File: config.mk
export PLATFORM = sky130hd
export DESIGN_NAME = noc_tx_encode_flat
export DESIGN_NICKNAME = d
export VERILOG_FILES = /design/src/hdl/pm_tile_pkg.sv /design/src/hdl/noc_req_if.sv /design/src/hdl/noc_tx_encode.sv /design/src/flat_wrapper.sv
export VERILOG_INCLUDE_DIRS = /design/src /design/src/hdl
export SDC_FILE = /design/constraint.sdc
export NUM_CORES = 1
export LEC_CHECK = 0
export ABC_AREA = 1
export BUFFER_PORTS_ARGS = -buffer_cell sky130_fd_sc_hd__clkbuf_2
export CORE_MARGIN = 3
export CORE_UTILIZATION = 41
export DETAILED_ROUTE_END_ITERATION = 6
export GPL_ROUTABILITY_DRIVEN = 1
export PLACE_DENSITY = 0.91
export SLEW_MARGIN = 10
export SYNTH_ARGS = -nofsm -noshare
export SYNTH_HDL_FRONTEND = slang
export SYNTH_SLANG_ARGS = --single-unit
File: constraint.sdc
create_clock -name clk_pm_i -period 8.5 [get_ports clk_pm_i]
set_clock_uncertainty 0.2 [all_clocks]
set_input_delay 1.275 -clock clk_pm_i [delete_from_list [all_inputs] [get_ports clk_pm_i]]
set_output_delay 1.275 -clock clk_pm_i [all_outputs]
set_load 0.02 [all_outputs]
File: src/hdl/pm_tile_consts.svh
`ifndef PM_TILE_CONSTS_SVH
`define PM_TILE_CONSTS_SVH

// noc packet fields
`define NOC_ADDR_SIZE     32
`define NOC_DATA_SIZE     64
`define NOC_CHIPID_SIZE   8
`define NOC_MODID_SIZE    8
`define NOC_MODE_SIZE     4

// scratchpad of 512 64-bit words
`define SPM_ADDR_SIZE     9

// memory map, both regions span 4 KiB
`define REGION_OFFS_SIZE  12
`define SPM_START_ADDR    32'h0000_0000
`define CFG_START_ADDR    32'hF000_0000

// config register offsets
`define CFG_REG_CORE_EN   12'h000
`define CFG_REG_EXT_INT   12'h008
`define CFG_REG_DROP_CNT  12'h010

`endif

File: src/hdl/pm_tile_pkg.sv
`include "pm_tile_consts.svh"

package pm_tile_pkg;

    // mode field of a noc packet, other codes are invalid
    typedef enum logic [`NOC_MODE_SIZE-1:0] {
        MODE_READ_REQ  = 0,
        MODE_WRITE     = 1,
        MODE_READ_RESP = 2
    } noc_mode_e;

    // which unit serves a request
    typedef enum logic {
        REGION_SPM,
        REGION_CFG
    } req_region_e;

endpackage

File: src/hdl/noc_req_if.sv
`include "pm_tile_consts.svh"

interface noc_req_if;
    import pm_tile_pkg::*;

    logic                        valid;
    noc_mode_e                   mode;
    req_region_e                 region;
    logic [`NOC_ADDR_SIZE-1:0]   addr;
    logic [`NOC_DATA_SIZE-1:0]   data;
    logic [`NOC_CHIPID_SIZE-1:0] peer_chipid;  // requester
    logic [`NOC_MODID_SIZE-1:0]  peer_modid;

    modport src (
        output valid, mode, region, addr, data, peer_chipid, peer_modid
    );

    modport dst (
        input valid, mode, region, addr, data, peer_chipid, peer_modid
    );

endinterface

File: src/hdl/noc_tx_encode.sv
`include "pm_tile_consts.svh"

module noc_tx_encode (
    input  logic                        clk_pm_i,
    input  logic                        reset_i,
    input  logic                        tx_stall_i,
    noc_req_if.dst                      resp_i,
    output logic                        tx_wrreq_o,
    output logic [`NOC_MODE_SIZE-1:0]   tx_mode_o,
    output logic [`NOC_ADDR_SIZE-1:0]   tx_addr_o,
    output logic [`NOC_DATA_SIZE-1:0]   tx_data_o,
    output logic [`NOC_CHIPID_SIZE-1:0] tx_trg_chipid_o,
    output logic [`NOC_MODID_SIZE-1:0]  tx_trg_modid_o,
    output logic                        rx_stall_o
);
    import pm_tile_pkg::*;

    logic advance;

    // whole pipeline moves unless a packet waits on the stall
    assign advance    = !(tx_wrreq_o && tx_stall_i);
    assign rx_stall_o = !advance;

    always_ff @(posedge clk_pm_i) begin
        if (reset_i) begin
            tx_wrreq_o <= 1'b0;
        end else if (advance) begin
            tx_wrreq_o <= resp_i.valid && (resp_i.mode == MODE_READ_REQ);
        end
    end

    always_ff @(posedge clk_pm_i) begin
        if (advance && resp_i.valid) begin
            tx_mode_o       <= MODE_READ_RESP;
            tx_addr_o       <= resp_i.addr;
            tx_data_o       <= resp_i.data;
            tx_trg_chipid_o <= resp_i.peer_chipid;  // back to requester
            tx_trg_modid_o  <= resp_i.peer_modid;
        end
    end

    // the response queued behind a stalled packet must not move
    a_hold_stable: assert property (@(posedge clk_pm_i) disable iff (reset_i)
        (tx_wrreq_o && tx_stall_i) |=> $stable({resp_i.valid, resp_i.addr, resp_i.data,
            resp_i.peer_chipid, resp_i.peer_modid}));

endmodule

File: src/flat_wrapper.sv
// flat-port wrapper written by rule: the top's interface ports become plain ports
module noc_tx_encode_flat import pm_tile_pkg::*;
  (clk_pm_i, reset_i, tx_stall_i, tx_wrreq_o, tx_mode_o, tx_addr_o, tx_data_o, tx_trg_chipid_o, tx_trg_modid_o, rx_stall_o, resp_i_valid, resp_i_mode, resp_i_region, resp_i_addr, resp_i_data, resp_i_peer_chipid, resp_i_peer_modid);
  noc_req_if resp_i_i ();
  input  logic clk_pm_i;
  input  logic reset_i;
  input  logic tx_stall_i;
  output logic tx_wrreq_o;
  output logic [`NOC_MODE_SIZE-1:0] tx_mode_o;
  output logic [`NOC_ADDR_SIZE-1:0] tx_addr_o;
  output logic [`NOC_DATA_SIZE-1:0] tx_data_o;
  output logic [`NOC_CHIPID_SIZE-1:0] tx_trg_chipid_o;
  output logic [`NOC_MODID_SIZE-1:0] tx_trg_modid_o;
  output logic rx_stall_o;
  input wire logic [$bits(resp_i_i.valid)-1:0] resp_i_valid;
  input wire logic [$bits(resp_i_i.mode)-1:0] resp_i_mode;
  input wire logic [$bits(resp_i_i.region)-1:0] resp_i_region;
  input wire logic [$bits(resp_i_i.addr)-1:0] resp_i_addr;
  input wire logic [$bits(resp_i_i.data)-1:0] resp_i_data;
  input wire logic [$bits(resp_i_i.peer_chipid)-1:0] resp_i_peer_chipid;
  input wire logic [$bits(resp_i_i.peer_modid)-1:0] resp_i_peer_modid;
  assign resp_i_i.valid = resp_i_valid;
  assign resp_i_i.mode = resp_i_mode;
  assign resp_i_i.region = resp_i_region;
  assign resp_i_i.addr = resp_i_addr;
  assign resp_i_i.data = resp_i_data;
  assign resp_i_i.peer_chipid = resp_i_peer_chipid;
  assign resp_i_i.peer_modid = resp_i_peer_modid;
  noc_tx_encode u_core (.clk_pm_i(clk_pm_i), .reset_i(reset_i), .tx_stall_i(tx_stall_i), .resp_i(resp_i_i), .tx_wrreq_o(tx_wrreq_o), .tx_mode_o(tx_mode_o), .tx_addr_o(tx_addr_o), .tx_data_o(tx_data_o), .tx_trg_chipid_o(tx_trg_chipid_o), .tx_trg_modid_o(tx_trg_modid_o), .rx_stall_o(rx_stall_o));
endmodule
==> flow_summary.yaml <==
worst_hold_path:
  worstHoldPathType: "reg -> reg"
  worstHoldStart: "u_core.tx_wrreq_o$_SDFFE_PP0N_"
  hold_end: "u_core.tx_wrreq_o$_SDFFE_PP0N_"
  hold_path_depth: 2
timing:
  worst_pin_slew_ps: 711
  finalSetupViolCount: 0
  min_period_ps: 3170
  rsz0062_at_grt: "false"
  fin_setup_tns_ps: 0
  max-slew-margin-rel_pct: 52.6
  slew_viol_final: 0
  min_period_over_period_pct: 37.2
  hold_violations: 0
  max_freq_mhz: 316
cts:
  clock_sinks: 113
  hold_buffers: 0
  clockBufferDepth: 2
  cts_setup_buffers: 0
  clock_latency_ps: 480
  htree_levels: 4
  clkTransAtPathRegs_ps: 50
  cts_buffers: 17
  cts_root_buf: "clkbuf_8"
  cts_tree: "built"
  cts_resized: 0
critical_path:
  r2r_slack_ps: 6760
  required_ps: 7030
  cp-end-kind: "primary output"
  cp.arrival_ps: 1690
  startpoint_type: "input pin"
  worstReg2RegEnd: "u_core.tx_data_o[4]$_DFFE_PP_"
  crit_fanout: 2
  worstRegToRegCells: 4
  path_class: "in -> out"
  r2r_start: "u_core.tx_wrreq_o$_SDFFE_PP0N_"
floorplanning:
  core_area_sq_um: 7970
  die_area_sq_um: 9580
  rows: 32
  die_w_um: 97.9
  io_pins: 239
  die_height_um: 97.9
  start_util_pct: 43.4
global_route:
  grt_overflow: 0
  grt_pass1_wl_um: 12100
  grt_pass1_vias: 2360
  grt_use_total_pct: 17.0
  antenna_found_initial: 1
  grt_max_degree: 60
logic_synthesis:
  synth_cell_type_count: 11
  yosys_warnings: 0
  syn_area_sq_um: 3460
  synth_area_per_cell_sq_um: 27.2
  syn_inst: 127
  seq_area_frac_synth_pct: 97.8
  ys_seq_elements: 113
placement:
  dp_cells: 462
  place.gp.congestion: 0.731
  hpwl_um: 6420
  port-buffer-count: 233
final_layout:
  final_util_pct: 66.1
  area_growth_syn_to_layout_pct: 52.3
  multi_input_area_sq_um: 53.8
  nets: 500
  num-fill-cells: 594
  drive_above_1_share_pct: 68.0
  fin_cells: 493
  seqCellArea_sq_um: 3380
  n_antenna_cell: 0
power_and_ir_drop:
  ir_drop_v: 0.000217
  power_leakage_uw: 0.00236
  power_density_nw_per_um2: 259
route:
  drt-pass1-iter-count: 4
  via_count: 2162
  wl_per_cell_um: 16.3
  ant_nets: 0
  drt_iter0_drc: 66
  vias_per_cell: 4.39
  drt_wl_total_um: 8020
  drc: 0
run:
  drv_cap: 0
outcome:
  status: "complete, no violations"
==> placed cells by master, fill, tap and decap left out, drive strengths merged <==
cell and n:
clkbuf 252, edfxtp 112, clkinv 6, clkinvlp 5, conb 4, nor2 3, buf 2, inv 2
nand2 1, nand3 1, a21oi 1, bufinv 1, dfxtp 1
==> where the power goes <==
| part | internal [uW] | switching, uW |
|---|---|---|
| registers | 650 | 7.77 |
| clock network | 380 | 219 |
| logic | 38.3 | 69.0 |
==> kinds of logic after synthesis <==
group / after synthesis / synth area share, %
buffers and inverters: 6 / 1.08
AOI/OAI and AO/OA: 1 / 0.253
DFF: 113 / 97.8
other: 2 / 0.217
and+or+nand+nor: 5 / 0.651
==> critical path, stage by stage <==
cell      delay (ps)
clkbuf_2          80
nand2_1           80
inv_2             90
clkbuf_2         170
==> per-layer routing <==
| metal | up-vias | GRT usage (%) | part of all wire, % |
|---|---|---|---|
| li1 | 1001 | - | - |
| met1 | 991 | 16.7 | 32 |
| met2 | 157 | 29.3 | 53 |
| met3 | 11 | 9.71 | 13 |
| met4 | 2 | 7.24 | 1.4 |
| met5 | - | 0 | 0.25 |
==> through the flow <==
step	hold slack [ps]	total power, uW	area [sq um]	setup slack [ps]
final	324	1360	5270	5330
after global routing	358	1420	5270	5300
after CTS	321	1380	5270	5330
after detailed placement	310	778	4750	5340
after global placement	304	773	4750	5340
after floorplan	379	723	3470	1590
==> synth_stat cells (all sizes together) <==
cell type | n | share of area [%]
nor2 | 3 | 0.40
edfxtp | 112 | 97
inv | 2 | 0.22
buf | 4 | 0.87
a21oi | 1 | 0.25
nand3 | 1 | 0.14
dfxtp | 1 | 0.58
conb | 2 | 0.22
nand2 | 1 | 0.11
==> final cells by class <==
type                    instances  area share [%]
clock buffers                  19            8.00
clock inverters                12            1.80
inverters                       2           0.142
multi-input cells              10            1.02
flip-flops and latches        113            64.2
well taps                     102            2.42
repair buffers                235            22.4
==> registers in the layout, indices dropped and copies added (netlist names) <==
register,cells
u_core.tx_trg_modid_o,8
u_core.tx_wrreq_o,1
u_core.tx_trg_chipid_o,8
u_core.tx_data_o,64
u_core.tx_addr_o,32
==> worst max path at each step <==
stage	startpoint	end	slack (ps)	depth (start not counted)
CTS	tx_stall_i	rx_stall_o	5330	4
finish	tx_stall_i	rx_stall_o	5330	4
detailed placement	tx_stall_i	rx_stall_o	5340	4
floorplan	tx_stall_i	u_core.tx_addr_o[0]$_DFFE_PP_	1590	3
global placement	tx_stall_i	rx_stall_o	5340	4
global route	tx_stall_i	rx_stall_o	5300	4
Power figures use the tool's default switching activity.
