$ cat src/hdl/pm_tile_consts.svh
`ifndef PM_TILE_CONSTS_SVH
`define PM_TILE_CONSTS_SVH

// noc packet fields
`define NOC_ADDR_SIZE     32
`define NOC_DATA_SIZE     64
`define NOC_CHIPID_SIZE   8
`define NOC_MODID_SIZE    8
`define NOC_MODE_SIZE     4

// scratchpad of 512 64-bit words
`define SPM_ADDR_SIZE     9

// memory map, both regions span 4 KiB
`define REGION_OFFS_SIZE  12
`define SPM_START_ADDR    32'h0000_0000
`define CFG_START_ADDR    32'hF000_0000

// config register offsets
`define CFG_REG_CORE_EN   12'h000
`define CFG_REG_EXT_INT   12'h008
`define CFG_REG_DROP_CNT  12'h010

`endif

$ cat src/hdl/pm_tile_pkg.sv
`include "pm_tile_consts.svh"

package pm_tile_pkg;

    // mode field of a noc packet, other codes are invalid
    typedef enum logic [`NOC_MODE_SIZE-1:0] {
        MODE_READ_REQ  = 0,
        MODE_WRITE     = 1,
        MODE_READ_RESP = 2
    } noc_mode_e;

    // which unit serves a request
    typedef enum logic {
        REGION_SPM,
        REGION_CFG
    } req_region_e;

endpackage

$ cat src/hdl/noc_req_if.sv
`include "pm_tile_consts.svh"

interface noc_req_if;
    import pm_tile_pkg::*;

    logic                        valid;
    noc_mode_e                   mode;
    req_region_e                 region;
    logic [`NOC_ADDR_SIZE-1:0]   addr;
    logic [`NOC_DATA_SIZE-1:0]   data;
    logic [`NOC_CHIPID_SIZE-1:0] peer_chipid;  // requester
    logic [`NOC_MODID_SIZE-1:0]  peer_modid;

    modport src (
        output valid, mode, region, addr, data, peer_chipid, peer_modid
    );

    modport dst (
        input valid, mode, region, addr, data, peer_chipid, peer_modid
    );

endinterface

$ cat src/hdl/noc_rx_decode.sv
`include "pm_tile_consts.svh"

module noc_rx_decode #(
    parameter logic [`NOC_MODID_SIZE-1:0] HOME_MODID = '0
) (
    input  logic                        clk_pm_i,
    input  logic                        reset_i,
    input  logic                        hold_i,
    input  logic [`NOC_CHIPID_SIZE-1:0] home_chipid_i,
    input  logic                        rx_wrreq_i,
    input  logic [`NOC_MODE_SIZE-1:0]   rx_mode_i,
    input  logic [`NOC_ADDR_SIZE-1:0]   rx_addr_i,
    input  logic [`NOC_DATA_SIZE-1:0]   rx_data_i,
    input  logic [`NOC_CHIPID_SIZE-1:0] rx_src_chipid_i,
    input  logic [`NOC_MODID_SIZE-1:0]  rx_src_modid_i,
    input  logic [`NOC_CHIPID_SIZE-1:0] rx_trg_chipid_i,
    input  logic [`NOC_MODID_SIZE-1:0]  rx_trg_modid_i,
    noc_req_if.src                      req_o,
    output logic                        drop_o
);
    import pm_tile_pkg::*;

    logic tgt_hit;
    logic mode_ok;
    logic in_spm;
    logic in_cfg;
    logic accept;

    always_comb begin
        tgt_hit = (rx_trg_chipid_i == home_chipid_i) && (rx_trg_modid_i == HOME_MODID);
        mode_ok = (rx_mode_i == MODE_READ_REQ) || (rx_mode_i == MODE_WRITE);
        // compare the 4 KiB page
        in_spm  = (rx_addr_i >> `REGION_OFFS_SIZE) == (`SPM_START_ADDR >> `REGION_OFFS_SIZE);
        in_cfg  = (rx_addr_i >> `REGION_OFFS_SIZE) == (`CFG_START_ADDR >> `REGION_OFFS_SIZE);
        accept  = tgt_hit && mode_ok && (in_spm || in_cfg);
    end

    always_ff @(posedge clk_pm_i) begin
        if (reset_i) begin
            req_o.valid <= 1'b0;
            drop_o      <= 1'b0;
        end else if (!hold_i) begin
            req_o.valid <= rx_wrreq_i && accept;
            drop_o      <= rx_wrreq_i && !accept;  // counted downstream
        end
    end

    always_ff @(posedge clk_pm_i) begin
        if (!hold_i && rx_wrreq_i) begin
            req_o.mode        <= noc_mode_e'(rx_mode_i);
            req_o.region      <= in_cfg ? REGION_CFG : REGION_SPM;
            req_o.addr        <= rx_addr_i;
            req_o.data        <= rx_data_i;
            req_o.peer_chipid <= rx_src_chipid_i;
            req_o.peer_modid  <= rx_src_modid_i;
        end
    end

    a_mode_known: assert property (@(posedge clk_pm_i) disable iff (reset_i)
        rx_wrreq_i |-> !$isunknown(rx_mode_i));

endmodule

$ cat src/flat_wrapper.sv
// flat-port wrapper written by rule: the top's interface ports become plain ports
module noc_rx_decode_flat import pm_tile_pkg::*;
#(
    parameter logic [`NOC_MODID_SIZE-1:0] HOME_MODID = '0
)
  (clk_pm_i, reset_i, hold_i, home_chipid_i, rx_wrreq_i, rx_mode_i, rx_addr_i, rx_data_i, rx_src_chipid_i, rx_src_modid_i, rx_trg_chipid_i, rx_trg_modid_i, drop_o, req_o_valid, req_o_mode, req_o_region, req_o_addr, req_o_data, req_o_peer_chipid, req_o_peer_modid);
  noc_req_if req_o_i ();
  input  logic clk_pm_i;
  input  logic reset_i;
  input  logic hold_i;
  input  logic [`NOC_CHIPID_SIZE-1:0] home_chipid_i;
  input  logic rx_wrreq_i;
  input  logic [`NOC_MODE_SIZE-1:0] rx_mode_i;
  input  logic [`NOC_ADDR_SIZE-1:0] rx_addr_i;
  input  logic [`NOC_DATA_SIZE-1:0] rx_data_i;
  input  logic [`NOC_CHIPID_SIZE-1:0] rx_src_chipid_i;
  input  logic [`NOC_MODID_SIZE-1:0] rx_src_modid_i;
  input  logic [`NOC_CHIPID_SIZE-1:0] rx_trg_chipid_i;
  input  logic [`NOC_MODID_SIZE-1:0] rx_trg_modid_i;
  output logic drop_o;
  output wire logic [$bits(req_o_i.valid)-1:0] req_o_valid;
  output wire logic [$bits(req_o_i.mode)-1:0] req_o_mode;
  output wire logic [$bits(req_o_i.region)-1:0] req_o_region;
  output wire logic [$bits(req_o_i.addr)-1:0] req_o_addr;
  output wire logic [$bits(req_o_i.data)-1:0] req_o_data;
  output wire logic [$bits(req_o_i.peer_chipid)-1:0] req_o_peer_chipid;
  output wire logic [$bits(req_o_i.peer_modid)-1:0] req_o_peer_modid;
  assign req_o_valid = req_o_i.valid;
  assign req_o_mode = req_o_i.mode;
  assign req_o_region = req_o_i.region;
  assign req_o_addr = req_o_i.addr;
  assign req_o_data = req_o_i.data;
  assign req_o_peer_chipid = req_o_i.peer_chipid;
  assign req_o_peer_modid = req_o_i.peer_modid;
  noc_rx_decode #(.HOME_MODID(HOME_MODID)) u_core (.clk_pm_i(clk_pm_i), .reset_i(reset_i), .hold_i(hold_i), .home_chipid_i(home_chipid_i), .rx_wrreq_i(rx_wrreq_i), .rx_mode_i(rx_mode_i), .rx_addr_i(rx_addr_i), .rx_data_i(rx_data_i), .rx_src_chipid_i(rx_src_chipid_i), .rx_src_modid_i(rx_src_modid_i), .rx_trg_chipid_i(rx_trg_chipid_i), .rx_trg_modid_i(rx_trg_modid_i), .req_o(req_o_i), .drop_o(drop_o));
endmodule
$ cat config.mk
export PLATFORM = sky130hd
export DESIGN_NAME = noc_rx_decode_flat
export DESIGN_NICKNAME = d
export VERILOG_FILES = /design/src/hdl/pm_tile_pkg.sv /design/src/hdl/noc_req_if.sv /design/src/hdl/noc_rx_decode.sv /design/src/flat_wrapper.sv
export VERILOG_INCLUDE_DIRS = /design/src /design/src/hdl
export SDC_FILE = /design/constraint.sdc
export NUM_CORES = 1
export LEC_CHECK = 0
export ABC_AREA = 1
export BUFFER_PORTS_ARGS = -buffer_cell sky130_fd_sc_hd__buf_2
export CAP_MARGIN = 20
export CELL_PAD_IN_SITES_DETAIL_PLACEMENT = 1
export CELL_PAD_IN_SITES_GLOBAL_PLACEMENT = 1
export CORE_ASPECT_RATIO = 0.75
export CORE_UTILIZATION = 33
export CTS_BUF_LIST = sky130_fd_sc_hd__clkbuf_4 sky130_fd_sc_hd__clkbuf_8
export DETAILED_ROUTE_END_ITERATION = 8
export PLACE_DENSITY_LB_ADDON = 0.3
export RECOVER_POWER = 50
export SLEW_MARGIN = 10
export SYNTH_ARGS = -nofsm -noshare
export SYNTH_HDL_FRONTEND = slang
export SYNTH_SLANG_ARGS = --single-unit
$ cat constraint.sdc
create_clock -name clk_pm_i -period 7.65 [get_ports clk_pm_i]
set_clock_uncertainty 0.1 [all_clocks]
set_input_delay 0.3825 -clock clk_pm_i [delete_from_list [all_inputs] [get_ports clk_pm_i]]
set_output_delay 0.3825 -clock clk_pm_i [all_outputs]
set_load 0.03 [all_outputs]
==> impl_metrics.toml <==
[logic_synthesis]
netlist_instances = 200
netlist_area_mm2 = 0.003910
ys_seq_area_share_pct = 90.88
synthesis.nets = 344
synth.distinct_cells = 13
ys_warn_count = 0
avgSynthCellArea_um2 = 19.55
ys_seq_elements = 119

[finish]
drive_gt1_share_pct = 48.63
final_common_cell = "buf_2"
fillCellCount = 1278
final_core_util_pct = 50.80
multi_input_area_um2 = 289.0
seq_area_mm2 = 0.003553
syn_to_final_growth_pct = 50.34
antennaDiodeCount = 0
final_cell_mix = "buf_2 (209), edfxtp_1 (117), clkbuf_1 (53), nand2_1 (31), inv_1 (18)"
fin_nets = 642

[clock_network]
clock_latency_ns = 0.41
cts_root_buffer = "clkbuf_8"
htree_levels = 4
numCtsBuffers = 17
cts_resized = 0
tritoncts = "yes"
clock-sinks = 119
clkTransAtPathRegs_ns = 0.07
clock_path_buffers = 2

[detailed_routing]
met3_wirelength_um = 1101
wl_per_cell_um = 14.88
wl_met1_um = 3463
wl_met2_um = 5297
drt_drc_violations_left = 0
finalWirelength_um = 10000
ant_nets = 0
post_drt_via_cell_ratio = 4.109
dr.pass1.iters = 4
top_layer = "met4"
drtIter0Drc = 120
vias = 2761

[critical_path]
max_stage_delay_ns = 0.90
criticalPathCategory = "input pin to flop"
cp_top_family = "buffers and inverters"
cp.arrival_ns = 2.79
critPathLaunchType = "input pin"
crit_path_end_kind = "flop"
crit_slowest_cell = "nor2_1"
cp_num_buf_inv = 3
required_ns = 7.60
path_cells = "clkbuf_1, nor2_1, buf_4, buf_4"
crit_path_frequent_cell = "buf_4"
path_max_fanout = 55

[floorplanning]
start_util_pct = 33.79
die_h_um = 96.27
die_x_um = 127.7
core_mm2 = 0.01157
std_cell_rows = 34
die_area_mm2 = 0.01229
boundaryPins = 263

[global_routing]
grt_start_max_net_pins = 56
overflow = 0
grt_pass1_wl_um = 13540
track_usage_pct = 15.60
antenna_found_initial = 0
grt_pass1_vias = 2600

[sta]
min_period_over_period_pct = 37.23
maxSlewHeadroom_pct = 21.17
slew_viol_final = 0
period_minus_slack_ns = 2.848
worst_slew_pin_slew_ns = 1.178
max_freq_mhz = 351.1
rsz0062_at_grt = "false"
hold_ws_ns = 0.03671
setup_viol = 0
fin_tns_setup_ns = 0
hold_viol_final = 0

[power_and_ir_drop]
total_power_mw = 1.470
power.density_mw_per_mm2 = 250.0
ir_drop_uv = 148.0
p_leak_nw = 2.467

[hold_path]
hold_class = "input pin to flop"

[outcome]
outcome = "completed"

[placed_design]
port-buffer-count = 262
place_hpwl_um = 7717
gp_congestion = 0.6765

[run]
drv_cap = 0
==> sequential cells by signal, indices dropped and copies added, names as in the netlist <==
| name | cells |
|---|---|
| u_core.drop_o | 1 |
| u_core.req_o.addr | 32 |
| u_core.req_o.data | 64 |
| u_core.req_o.mode | 4 |
| u_core.req_o.peer_chipid | 8 |
| u_core.req_o.peer_modid | 8 |
| u_core.req_o.region | 1 |
| u_core.req_o.valid | 1 |
==> final timing paths <==
kind	start	end	slack (ns)	depth (start not counted)
worst min register to register	u_core.drop_o	u_core.drop_o	0.38	2
worst max-delay path	hold_i	u_core.req_o.addr[22]	4.80	4
worst min-delay path	rx_addr_i[0]	u_core.req_o.addr[0]	0.04	1
worst max register to register	u_core.req_o.valid	u_core.req_o.valid	6.95	2
==> layer usage <==
layer	vias to the layer above	track usage, %
li1	1317	-
met1	1291	14.92
met2	138	27.96
met3	15	8.449
met4	0	7.059
met5	-	0
==> stage by stage <==
| stage | area [um2] | worst slack [ns] | instances |
|---|---|---|---|
| after floorplan | 3910 | 1.545 | 200 |
| after global placement | 5446 | 5.003 | 626 |
| after detailed placement | 5446 | 4.915 | 626 |
| after CTS | 5812 | 5.370 | 658 |
| after global routing | 5878 | 4.583 | 672 |
| final | 5878 | 4.802 | 672 |
==> where the power goes <==
| group | leakage, nW | internal, mW | switching, mW |
|---|---|---|---|
| Combinational | 1.18 | 0.0571 | 0.132 |
| Sequential | 1.11 | 0.764 | 0.0112 |
| Clock | 0.176 | 0.261 | 0.245 |
| Total | 2.47 | 1.08 | 0.388 |
==> layout make-up <==
| type | count | share of cell area [%] |
|---|---|---|
| Tap cell | 162 | 3.448 |
| Multi-Input combinational cell | 63 | 4.917 |
| Sequential cell | 119 | 60.45 |
| Inverter | 18 | 1.149 |
| Timing Repair Buffer | 279 | 23.99 |
| Clock inverter | 12 | 1.809 |
| Clock buffer | 19 | 4.236 |
==> cells by family after synthesis <==
logic type | Yosys count | synth area share (%)
flops | 119 | 90.88
simple gates | 57 | 6.144
buf+inv | 18 | 1.728
xor+xnor | 4 | 0.8959
compound gates | 2 | 0.3519
==> synthesized netlist by cell type, drive strengths merged <==
library cell	n	area (um2)
nand2	32	122.6
inv	18	67.56
nand3	3	25.02
nor3	2	10.01
a21oi	2	13.76
xor2	4	35.03
dfxtp	2	40.04
nor2	20	82.58
edfxtp	117	3513
==> timing repair <==
item / 4_1_cts / 5_1_grt
setup endpoints to repair: 0 / 0
hold buffers: 1 / 14
hold endpoints to repair: 1 / 14
buffers inserted: 0 / 0
Power figures use the tool's default switching activity.
